--- src/common/radio_ctrl_pkg.sv ---
////////////////////////////////////////////////////////////
// Radio control package
// Settings bus format, register map and shared control types
////////////////////////////////////////////////////////////

`default_nettype none

package radio_ctrl_pkg;

   // Settings bus widths
   localparam int SET_ADDR_W = 8;
   localparam int SET_DATA_W = 32;

   // Master time width used by the top level unless overridden
   localparam int TIME_W_DEFAULT = 32;

   // Register field widths
   localparam int CLK_CTRL_W = 5;
   localparam int SER_CTRL_W = 4;
   localparam int ADC_CTRL_W = 4;
   localparam int LED_W      = 8;

   // Interrupt sources
   localparam int IRQ_W      = 3;
   localparam int IRQ_PPS    = 0;
   localparam int IRQ_PHY    = 1;
   localparam int IRQ_LOADED = 2;

   ////////////////////////////////////////////////////////////
   // Setting addresses
   localparam logic [SET_ADDR_W-1:0] SR_CLK       = 8'd0;
   localparam logic [SET_ADDR_W-1:0] SR_SER       = 8'd1;
   localparam logic [SET_ADDR_W-1:0] SR_ADC       = 8'd2;
   localparam logic [SET_ADDR_W-1:0] SR_LED       = 8'd3;
   localparam logic [SET_ADDR_W-1:0] SR_PHY       = 8'd4;
   localparam logic [SET_ADDR_W-1:0] SR_TIME_LOAD = 8'd5;
   localparam logic [SET_ADDR_W-1:0] SR_TIME_CTRL = 8'd6;
   localparam logic [SET_ADDR_W-1:0] SR_LED_SRC   = 8'd8;
   localparam logic [SET_ADDR_W-1:0] SR_IRQ_MASK  = 8'd9;
   localparam logic [SET_ADDR_W-1:0] SR_IRQ_CLEAR = 8'd10;

   ////////////////////////////////////////////////////////////
   // Shared types

   // One settings write, valid for a single cycle while stb is high
   typedef struct packed {
      logic                  stb;
      logic [SET_ADDR_W-1:0] addr;
      logic [SET_DATA_W-1:0] data;
   } set_bus_t;

   // Board control registers
   typedef struct packed {
      logic [CLK_CTRL_W-1:0] clk_ctrl;
      logic [SER_CTRL_W-1:0] ser_ctrl;
      logic [ADC_CTRL_W-1:0] adc_ctrl;
      logic [LED_W-1:0]      led_sw;
      logic [LED_W-1:0]      led_src;
      logic                  phy_reset;
   } ctrl_regs_t;

   // Timekeeper controls, load value sized for the widest master time
   typedef struct packed {
      logic [TIME_W_DEFAULT-1:0] load_value;
      logic                      load_req;
      logic                      pps_neg_sel;
   } time_cmd_t;

   // Interrupt controller controls
   typedef struct packed {
      logic [IRQ_W-1:0] mask;
      logic [IRQ_W-1:0] clear;
      logic             clear_stb;
   } irq_cmd_t;

endpackage

`default_nettype wire

--- src/design/settings/setting_bank.sv ---
////////////////////////////////////////////////////////////
// Setting bank
// Decodes settings writes into control registers and pulses
////////////////////////////////////////////////////////////

`timescale 1ns/1ps
`default_nettype none

module setting_bank
   import radio_ctrl_pkg::*;
#(
   parameter int TIME_W = TIME_W_DEFAULT
) (
   input  logic       dsp_clk,
   input  logic       arst_n_i,
   input  set_bus_t   set_i,
   output ctrl_regs_t regs_o,
   output time_cmd_t  time_cmd_o,
   output irq_cmd_t   irq_cmd_o
);

   ctrl_regs_t        regs_q;
   logic [TIME_W-1:0] time_load_q;
   logic              load_req_q;
   logic              pps_neg_sel_q;
   logic [IRQ_W-1:0]  irq_mask_q;
   logic [IRQ_W-1:0]  irq_clear_q;
   logic              clear_stb_q;

   ////////////////////////////////////////////////////////////
   // Register writes
   always_ff @(posedge dsp_clk or negedge arst_n_i) begin
      if (!arst_n_i) begin
         regs_q        <= '0;
         time_load_q   <= '0;
         load_req_q    <= 1'b0;
         pps_neg_sel_q <= 1'b0;
         irq_mask_q    <= '0;
         irq_clear_q   <= '0;
         clear_stb_q   <= 1'b0;
      end else begin
         // Pulses last one cycle after the strobe
         load_req_q  <= 1'b0;
         clear_stb_q <= 1'b0;
         if (set_i.stb) begin
            case (set_i.addr)
               SR_CLK:       regs_q.clk_ctrl  <= set_i.data[CLK_CTRL_W-1:0];
               SR_SER:       regs_q.ser_ctrl  <= set_i.data[SER_CTRL_W-1:0];
               SR_ADC:       regs_q.adc_ctrl  <= set_i.data[ADC_CTRL_W-1:0];
               SR_LED:       regs_q.led_sw    <= set_i.data[LED_W-1:0];
               SR_PHY:       regs_q.phy_reset <= set_i.data[0];
               SR_LED_SRC:   regs_q.led_src   <= set_i.data[LED_W-1:0];
               SR_TIME_CTRL: pps_neg_sel_q    <= set_i.data[0];
               SR_IRQ_MASK:  irq_mask_q       <= set_i.data[IRQ_W-1:0];
               SR_TIME_LOAD: begin
                  time_load_q <= set_i.data[TIME_W-1:0];
                  load_req_q  <= 1'b1;
               end
               SR_IRQ_CLEAR: begin
                  irq_clear_q <= set_i.data[IRQ_W-1:0];
                  clear_stb_q <= 1'b1;
               end
               // Unknown addresses fall through untouched
               default: ;
            endcase
         end
      end
   end

   ////////////////////////////////////////////////////////////
   // Outputs to the consumers
   assign regs_o = regs_q;

   // Load value widened to the package field
   assign time_cmd_o.load_value  = TIME_W_DEFAULT'(time_load_q);
   assign time_cmd_o.load_req    = load_req_q;
   assign time_cmd_o.pps_neg_sel = pps_neg_sel_q;

   assign irq_cmd_o.mask      = irq_mask_q;
   assign irq_cmd_o.clear     = irq_clear_q;
   assign irq_cmd_o.clear_stb = clear_stb_q;

endmodule

`default_nettype wire

--- src/design/board_ctrl.sv ---
////////////////////////////////////////////////////////////
// Board control
// Control pins, status synchronizers and LED source mux
////////////////////////////////////////////////////////////

`timescale 1ns/1ps
`default_nettype none

module board_ctrl
   import radio_ctrl_pkg::*;
(
   input  logic       dsp_clk,
   input  logic       arst_n_i,
   input  ctrl_regs_t regs_i,
   input  logic       serdes_link_up_i,
   input  logic       clk_status_i,
   input  logic       phy_int_n_i,
   output logic       clock_ready_o,
   output logic [1:0] clk_en_o,
   output logic [1:0] clk_sel_o,
   output logic       ser_enable_o,
   output logic       ser_prbsen_o,
   output logic       ser_loopen_o,
   output logic       ser_rx_en_o,
   output logic       adc_on_a_o,
   output logic       adc_oe_a_o,
   output logic       adc_on_b_o,
   output logic       adc_oe_b_o,
   output logic       phy_reset_n_o,
   output logic [7:0] leds_o,
   output logic       phy_int_o
);

   // Status order is {phy_int, clk_status, link_up}
   logic [2:0]       status_meta;
   logic [2:0]       status_sync;
   logic [LED_W-1:0] led_hw;

   ////////////////////////////////////////////////////////////
   // Two flop synchronizer
   // PHY interrupt inverted first so reset leaves it inactive
   always_ff @(posedge dsp_clk or negedge arst_n_i) begin
      if (!arst_n_i) begin
         status_meta <= '0;
         status_sync <= '0;
      end else begin
         status_meta <= {~phy_int_n_i, clk_status_i, serdes_link_up_i};
         status_sync <= status_meta;
      end
   end

   assign phy_int_o = status_sync[2];

   ////////////////////////////////////////////////////////////
   // Control pins
   assign {clock_ready_o, clk_en_o, clk_sel_o} = regs_i.clk_ctrl;
   assign {ser_enable_o, ser_prbsen_o, ser_loopen_o, ser_rx_en_o} = regs_i.ser_ctrl;
   assign {adc_oe_a_o, adc_on_a_o, adc_oe_b_o, adc_on_b_o} = regs_i.adc_ctrl;

   // PHY reset pin is active low
   assign phy_reset_n_o = ~regs_i.phy_reset;

   ////////////////////////////////////////////////////////////
   // LEDs, a set led_src bit hands the LED to hardware
   assign led_hw = {6'b0, status_sync[1:0]};
   assign leds_o = (regs_i.led_src & led_hw) | (~regs_i.led_src & regs_i.led_sw);

endmodule

`default_nettype wire

--- src/design/timekeeper/timekeeper.sv ---
////////////////////////////////////////////////////////////
// Timekeeper
// Master time counter with PPS capture and armed time load
////////////////////////////////////////////////////////////

`timescale 1ns/1ps
`default_nettype none

module timekeeper
   import radio_ctrl_pkg::*;
#(
   parameter int TIME_W = TIME_W_DEFAULT
) (
   input  logic              dsp_clk,
   input  logic              arst_n_i,
   input  logic              pps_i,
   input  time_cmd_t         time_cmd_i,
   output logic [TIME_W-1:0] master_time_o,
   output logic [TIME_W-1:0] pps_time_o,
   output logic              pps_evt_o,
   output logic              loaded_evt_o
);

   logic pps_pos_smp;
   logic pps_neg_smp;
   logic pps_smp;
   logic pps_dly;
   logic pps_edge;
   logic load_armed;

   ////////////////////////////////////////////////////////////
   // PPS sampling on both clock edges
   always_ff @(posedge dsp_clk or negedge arst_n_i) begin
      if (!arst_n_i) begin
         pps_pos_smp <= 1'b0;
      end else begin
         pps_pos_smp <= pps_i;
      end
   end

   // Negedge sample sees PPS half a cycle sooner
   always_ff @(negedge dsp_clk or negedge arst_n_i) begin
      if (!arst_n_i) begin
         pps_neg_smp <= 1'b0;
      end else begin
         pps_neg_smp <= pps_i;
      end
   end

   assign pps_smp = time_cmd_i.pps_neg_sel ? pps_neg_smp : pps_pos_smp;

   always_ff @(posedge dsp_clk or negedge arst_n_i) begin
      if (!arst_n_i) begin
         pps_dly <= 1'b0;
      end else begin
         pps_dly <= pps_smp;
      end
   end

   // Rising edge of the selected sample
   assign pps_edge = pps_smp & ~pps_dly;

   ////////////////////////////////////////////////////////////
   // Master time, load arm and edge capture
   always_ff @(posedge dsp_clk or negedge arst_n_i) begin
      if (!arst_n_i) begin
         master_time_o <= '0;
         pps_time_o    <= '0;
         load_armed    <= 1'b0;
         pps_evt_o     <= 1'b0;
         loaded_evt_o  <= 1'b0;
      end else begin
         pps_evt_o    <= pps_edge;
         loaded_evt_o <= 1'b0;
         if (pps_edge) begin
            pps_time_o <= master_time_o;
         end
         if (pps_edge && load_armed) begin
            master_time_o <= time_cmd_i.load_value[TIME_W-1:0];
            load_armed    <= 1'b0;
            loaded_evt_o  <= 1'b1;
         end else begin
            master_time_o <= master_time_o + 1'b1;
         end
         // A fresh request re-arms for the following edge
         if (time_cmd_i.load_req) begin
            load_armed <= 1'b1;
         end
      end
   end

endmodule

`default_nettype wire

--- src/design/irq_ctrl.sv ---
////////////////////////////////////////////////////////////
// Interrupt controller
// Sticky pending bits with mask, write-one-to-clear
////////////////////////////////////////////////////////////

`timescale 1ns/1ps
`default_nettype none

module irq_ctrl
   import radio_ctrl_pkg::*;
(
   input  logic             dsp_clk,
   input  logic             arst_n_i,
   input  irq_cmd_t         irq_cmd_i,
   input  logic             pps_evt_i,
   input  logic             loaded_evt_i,
   input  logic             phy_int_i,
   output logic             irq_o,
   output logic [IRQ_W-1:0] irq_pending_o
);

   logic [IRQ_W-1:0] irq_set;
   logic [IRQ_W-1:0] irq_clr;
   logic [IRQ_W-1:0] pending_q;

   ////////////////////////////////////////////////////////////
   // Source mapping
   always_comb begin
      irq_set             = '0;
      irq_set[IRQ_PPS]    = pps_evt_i;
      irq_set[IRQ_PHY]    = phy_int_i;
      irq_set[IRQ_LOADED] = loaded_evt_i;
   end

   // Clear bits only count while the strobe is up
   assign irq_clr = irq_cmd_i.clear_stb ? irq_cmd_i.clear : '0;

   ////////////////////////////////////////////////////////////
   // Pending bits, set wins over clear
   always_ff @(posedge dsp_clk or negedge arst_n_i) begin
      if (!arst_n_i) begin
         pending_q <= '0;
      end else begin
         pending_q <= (pending_q & ~irq_clr) | irq_set;
      end
   end

   // Registered interrupt line
   always_ff @(posedge dsp_clk or negedge arst_n_i) begin
      if (!arst_n_i) begin
         irq_o <= 1'b0;
      end else begin
         irq_o <= |(pending_q & irq_cmd_i.mask);
      end
   end

   assign irq_pending_o = pending_q;

endmodule

`default_nettype wire

--- src/design/radio_ctrl_top.sv ---
////////////////////////////////////////////////////////////
// Radio control top
// Settings decode feeding board, time and interrupt blocks
////////////////////////////////////////////////////////////

`timescale 1ns/1ps
`default_nettype none

module radio_ctrl_top
   import radio_ctrl_pkg::*;
#(
   parameter int TIME_W = TIME_W_DEFAULT
) (
   input  logic              dsp_clk,
   input  logic              arst_n_i,
   input  set_bus_t          set_i,
   // Board status
   input  logic              serdes_link_up_i,
   input  logic              clk_status_i,
   input  logic              phy_int_n_i,
   input  logic              pps_i,
   // Board control pins
   output logic              clock_ready_o,
   output logic [1:0]        clk_en_o,
   output logic [1:0]        clk_sel_o,
   output logic              ser_enable_o,
   output logic              ser_prbsen_o,
   output logic              ser_loopen_o,
   output logic              ser_rx_en_o,
   output logic              adc_on_a_o,
   output logic              adc_oe_a_o,
   output logic              adc_on_b_o,
   output logic              adc_oe_b_o,
   output logic              phy_reset_n_o,
   output logic [7:0]        leds_o,
   // Time and interrupts
   output logic [TIME_W-1:0] master_time_o,
   output logic [TIME_W-1:0] pps_time_o,
   output logic              irq_o,
   output logic [IRQ_W-1:0]  irq_pending_o
);

   ctrl_regs_t ctrl_regs;
   time_cmd_t  time_cmd;
   irq_cmd_t   irq_cmd;
   logic       pps_evt;
   logic       loaded_evt;
   logic       phy_int;

   ////////////////////////////////////////////////////////////
   // Settings decode
   setting_bank #(
      .TIME_W (TIME_W)
   ) u_setting_bank (
      .dsp_clk    (dsp_clk),
      .arst_n_i   (arst_n_i),
      .set_i      (set_i),
      .regs_o     (ctrl_regs),
      .time_cmd_o (time_cmd),
      .irq_cmd_o  (irq_cmd)
   );

   ////////////////////////////////////////////////////////////
   // Consumers
   board_ctrl u_board_ctrl (
      .dsp_clk          (dsp_clk),
      .arst_n_i         (arst_n_i),
      .regs_i           (ctrl_regs),
      .serdes_link_up_i (serdes_link_up_i),
      .clk_status_i     (clk_status_i),
      .phy_int_n_i      (phy_int_n_i),
      .clock_ready_o    (clock_ready_o),
      .clk_en_o         (clk_en_o),
      .clk_sel_o        (clk_sel_o),
      .ser_enable_o     (ser_enable_o),
      .ser_prbsen_o     (ser_prbsen_o),
      .ser_loopen_o     (ser_loopen_o),
      .ser_rx_en_o      (ser_rx_en_o),
      .adc_on_a_o       (adc_on_a_o),
      .adc_oe_a_o       (adc_oe_a_o),
      .adc_on_b_o       (adc_on_b_o),
      .adc_oe_b_o       (adc_oe_b_o),
      .phy_reset_n_o    (phy_reset_n_o),
      .leds_o           (leds_o),
      .phy_int_o        (phy_int)
   );

   timekeeper #(
      .TIME_W (TIME_W)
   ) u_timekeeper (
      .dsp_clk       (dsp_clk),
      .arst_n_i      (arst_n_i),
      .pps_i         (pps_i),
      .time_cmd_i    (time_cmd),
      .master_time_o (master_time_o),
      .pps_time_o    (pps_time_o),
      .pps_evt_o     (pps_evt),
      .loaded_evt_o  (loaded_evt)
   );

   irq_ctrl u_irq_ctrl (
      .dsp_clk       (dsp_clk),
      .arst_n_i      (arst_n_i),
      .irq_cmd_i     (irq_cmd),
      .pps_evt_i     (pps_evt),
      .loaded_evt_i  (loaded_evt),
      .phy_int_i     (phy_int),
      .irq_o         (irq_o),
      .irq_pending_o (irq_pending_o)
   );

endmodule

`default_nettype wire

--- config.mk ---
export PLATFORM = sky130hd
export DESIGN_NAME = radio_ctrl_top
export DESIGN_NICKNAME = d
export VERILOG_FILES = /design/src/common/radio_ctrl_pkg.sv /design/src/design/settings/setting_bank.sv /design/src/design/board_ctrl.sv /design/src/design/timekeeper/timekeeper.sv /design/src/design/irq_ctrl.sv /design/src/design/radio_ctrl_top.sv
export SDC_FILE = /design/constraint.sdc
export NUM_CORES = 1
export LEC_CHECK = 0
export ABC_AREA = 0
export BUFFER_PORTS_ARGS = -buffer_cell sky130_fd_sc_hd__buf_2
export CORE_MARGIN = 1
export CORE_UTILIZATION = 54
export DETAILED_ROUTE_END_ITERATION = 12
export GPL_ROUTABILITY_DRIVEN = 1
export PLACE_DENSITY = 0.79
export RECOVER_POWER = 50
export SLEW_MARGIN = 20
export SYNTH_ARGS = -nofsm -noshare
export SYNTH_HDL_FRONTEND = slang
export SYNTH_SLANG_ARGS = --single-unit
--- constraint.sdc ---
create_clock -name dsp_clk -period 2.65 [get_ports dsp_clk]
set_input_delay 0.265 -clock dsp_clk [delete_from_list [all_inputs] [get_ports dsp_clk]]
set_output_delay 0.265 -clock dsp_clk [all_outputs]
set_load 0.005 [all_outputs]
---- Yosys cells after proc, flatten, opt, wreduce, memory -nomap -nowiden ----
Index checks and enable logic that the tools add are counted.
word-level totals
  register bits ........................... 151
  output and inout bits ................... 90
  input bits .............................. 47
  word-level logic and storage cells ...... 70
operators by class
  reductions and logical operators ........ 14
  bitwise operators ....................... 12
  equality and inequality tests ........... 9
  mux-type cells .......................... 10
  $add $sub $neg .......................... 1
operator list
  kind                                                             number
  32-bit by 1-bit adder with 32-bit output, second input constant  1
  32-bit two-way mux                                               1
  8-bit by 3-bit == test with 1-bit output, second input constant  3
  8-bit by 4-bit == test with 1-bit output, second input constant  3
  2-bit AND reduction                                              10
  8-bit by 2-bit == test with 1-bit output, second input constant  2
  8-bit by 2-bit bitwise AND with 8-bit output                     1
  8-bit bitwise AND                                                1
  8-bit by 1-bit == test with 1-bit output, second input constant  1
  8-bit logical NOT                                                1
  1-bit two-way mux                                                8
  8-bit NOT                                                        1
  8-bit bitwise OR                                                 1
  3-bit bitwise AND                                                2
  3-bit two-way mux                                                1
  1-bit NOT                                                        3
  3-bit NOT                                                        1
  3-bit bitwise OR                                                 1
  3-bit OR reduction                                               1
  2-bit nonzero test                                               1
  1-bit bitwise AND                                                1
  1-bit logical AND                                                1

---- Longest topological paths before layout ----
  depth in word-level cells ............... 5
  mapped depth ............................ 6
  mapped depth without buffers ............ 6

---- Hierarchy ----
From an unflattened synthesis, not the netlist that was laid out.
unflattened totals
  cells, all modules ...................... 484
  area, all modules ....................... 6581.3 sq um
modules (own cells, without submodules)
  module        area an instance (sq um)  cells an instance  sequential area each (sq um)  instances
  timekeeper    3224.3                    277                1751.7                        1
  setting_bank  2886.5                    166                1776.7                        1
  board_ctrl    322.8                     29                 150.1                         1
  irq_ctrl      147.6                     12                 100.1                         1

==> qor.yml <==
timing:
  final-max-slew-violation-count: 151
  hold_viol: 0
  relSlewSlack_pct: -31.2
  fin_skew_ns: 0.0284
  tightest_slew_ns: 1.97
  finalSetupViolCount: 0
  fin_hold_ws_ns: 0.0743
  rsz0062_at_grt: "true"
detailed_routing:
  routed_wl_mm: 13.9
  wire_per_inst_um: 17.6
  dr.pass1.iters: 4
  vias_per_cell: 5.68
  antenna_left: 0
  drtIter0Drc: 327
  drc: 0
  via_count: 4469
floorplan:
  die_w_um: 110
  ios: 137
  die_y_um: 110
  die_area_um2: 12100
  core-area_um2: 11400
  start_util_pct: 55.3
  rows: 39
setup_path:
  crit_fanout: 19
  cp_slowest_cell: "dfrtn_1"
  startpoint: "u_timekeeper.pps_neg_smp$_DFF_NN0_"
  cp-start-kind: "flop"
  cp.arrival_ns: 2.94
  cp_num_buf_inv: 1
  cp.required_ns: 2.95
  reg2reg_depth: 4
  r2r_setup_slack_ns: 0.01
  reg2reg_to: "u_timekeeper.pps_time_o[8]$_DFFE_PN0N_"
  path_class: "flop to flop"
  slowest_delay_ns: 0.42
  crit_end: "u_timekeeper.pps_time_o[8]$_DFFE_PN0N_"
  cp.depth: 4
  path_cells: "mux2i_4 > nor2_4 > buf_12 > mux2_2"
  endpoint_kind: "flop"
  reg2reg_from: "u_timekeeper.pps_neg_smp$_DFF_NN0_"
  crit_family: "multiplexers"
placed_design:
  gp_congestion: 0.766
  place_area_um2: 7170
  post-dp-hpwl_mm: 9.39
  io_buffers: 136
finish:
  drive_above_1_share_pct: 44.7
  final_nets: 679
  layout_common_cells: "dfrtp_1 (150), buf_2 (129), mux2_2 (105)"
  syn_to_final_growth_pct: 24.2
  layout_commonest_cell: "dfrtp_1"
  antennaDiodeCount: 0
  postLayoutCellArea_um2: 7800
clock_network:
  path_clk_slew_ns: 0.06
  htreeDepth: 4
  clk_path_buf_depth: 2
  clockRootBuffer: "clkbuf_16"
  cts_tree: "built"
  clk_latency_ns: 0.42
  cts_buffers: 17
  post_cts_buffers: 0
  cts.sinks: 151
synthesis:
  syn-cell-area_um2: 6280
  yosys_register_bits: 151
  synth_edf_count: 0
  synth_top_area_share_pct: 59.7
  synth_area_leaders: "dfrtp_1 (60%), mux2_2 (19%), nor2_1 (1.9%)"
  postSynthAreaPerCell_um2: 13.0
  async_reset_ff_share_pct: 100
  ys_warn_count: 0
  yosysUniqueCellTypes: 42
  synth_flop_cell: "dfrtp_1"
  synth_seq_area_share_pct: 60.1
  yosysTopAreaCell: "dfrtp_1"
  synth_fp_nets: 533
  synthCells: 485
global_routing:
  gr-total-overflow: 0
  antenna_found_initial: 0
  grt_max_degree: 151
  grt_pass1_vias: 4350
  grt.total_usage_pct: 24.0
  grt_pass1_wl_mm: 21.5
power:
  p_leak_nw: 4.00
  finalPower_mw: 5.93
  ir_drop_uv: 740
  pwr_density_cell_nw_per_um2: 760
outcome:
  violations: "capacitance limit, slew limit"
  status: "finished with violations"
job:
  maxCapViolCount: 1
hold_path:
  min_path_type: "input port to flop"
-- flip-flops by register name, summed over array words and instances (netlist names), 3 cells and up --
signal and flops:
u_setting_bank.regs_o 30, u_timekeeper.pps_time_o 32, u_timekeeper.master_time_o 32, u_setting_bank.irq_mask_q 3, u_irq_ctrl.irq_pending_o 3, u_setting_bank.time_load_q 32, u_board_ctrl.status_meta 3, u_setting_bank.irq_clear_q 3
u_board_ctrl.status_sync 3
-- metal layers --
| metal | share of wire (%) | track usage (%) | vias up | wire length (um) |
|---|---|---|---|---|
| met5 | 0 | 0 | - | 0 |
| met4 | 1.3 | 7.33 | 0 | 182 |
| met3 | 6.2 | 6.94 | 21 | 853 |
| met2 | 51 | 39.7 | 153 | 7010 |
| met1 | 42 | 30.7 | 2250 | 5810 |
| li1 | - | - | 2045 | - |
-- synth_stat cells, drive strengths merged (5+ instances only) --
library cell    n
nor4            7
clkbuf         14
xor2            7
or3             7
o31ai           5
nor2           31
nand4          13
mux2          105
a31oi          14
a21oi          14
nor2b           8
buf             9
inv            13
nand2          19
o21ai           8
xnor2           7
nand3          15
or4            12
dfrtp         150
-- worst min-delay path by stage --
stage                                                     start  slack (ns)                                          to  cells after the start
after global routing                                  set_i[26]        0.07  u_setting_bank.time_load_q[26]$_DFFE_PN0P_                      2
after CTS                                              arst_n_i        0.04    u_timekeeper.master_time_o[24]$_DFF_PN0_                      2
after global placement    u_board_ctrl.status_meta[1]$_DFF_PN0_        0.33       u_board_ctrl.status_sync[1]$_DFF_PN0_                      0
final                                                 set_i[14]        0.07  u_setting_bank.time_load_q[14]$_DFFE_PN0P_                      2
after floorplan                                        arst_n_i       -0.03       u_board_ctrl.status_meta[0]$_DFF_PN0_                      0
after detailed placement  u_board_ctrl.status_meta[2]$_DFF_PN0_        0.34       u_board_ctrl.status_sync[2]$_DFF_PN0_                      0
-- report_power, final --
| part | switching [mW] | internal, mW |
|---|---|---|
| Combinational | 0.340 | 0.407 |
| Sequential | 0.279 | 2.55 |
| Clock | 0.897 | 1.46 |
| Total | 1.52 | 4.42 |
-- area by class of cell --
| type | instances | area (um2) |
|---|---|---|
| sequential | 151 | 3780 |
| fill | 805 | 3570 |
| multi-input combinational | 298 | 2390 |
| timing repair buffer | 150 | 827 |
| clock buffer | 24 | 482 |
| tap | 143 | 179 |
| clock inverter | 8 | 97.6 |
| inverter | 13 | 48.8 |
-- repair_timing --
action                                  in CTS  in global routing
endpoints found under the setup margin      15                 43
gates resized for setup                      2                  8
hold buffers                                 4                  0
hold endpoints to repair                     4                  0
-- worst register-to-register path: cells and delay by family, from the launching register on --
family | cells | cell delay (ns)
buf+inv | 1 | 0.19
simple gates | 1 | 0.16
flops | 1 | 0.42
mux | 2 | 0.45
-- per-stage QoR --
step | std cells | TNS [ns] | worst slack, ns | util (%)
after global routing | 787 | -0.689 | -0.0429 | 68.6
after detailed placement | 751 | -0.601 | -0.0930 | 63.1
after CTS | 787 | 0 | 0.0141 | 68.6
after floorplan | 485 | -0.505 | -0.0495 | -
final | 787 | 0 | 0.00985 | 68.6
after global placement | 751 | -0.0571 | -0.0348 | 63.1
-- kinds of logic (layout without fill, tap and decap cells) --
logic type,Yosys count,in the layout,synth area share (%)
AOI/OAI and AO/OA,49,49,4.80
xor gates and xnor gates,14,14,1.95
adders and majority gates,1,1,0.199
buffers and inverters,36,195,2.45
DFF,151,151,60.1
muxes,106,106,19.0
and+or+nand+nor,128,128,11.5
Note: power is estimated with default switching activity, not from simulation.
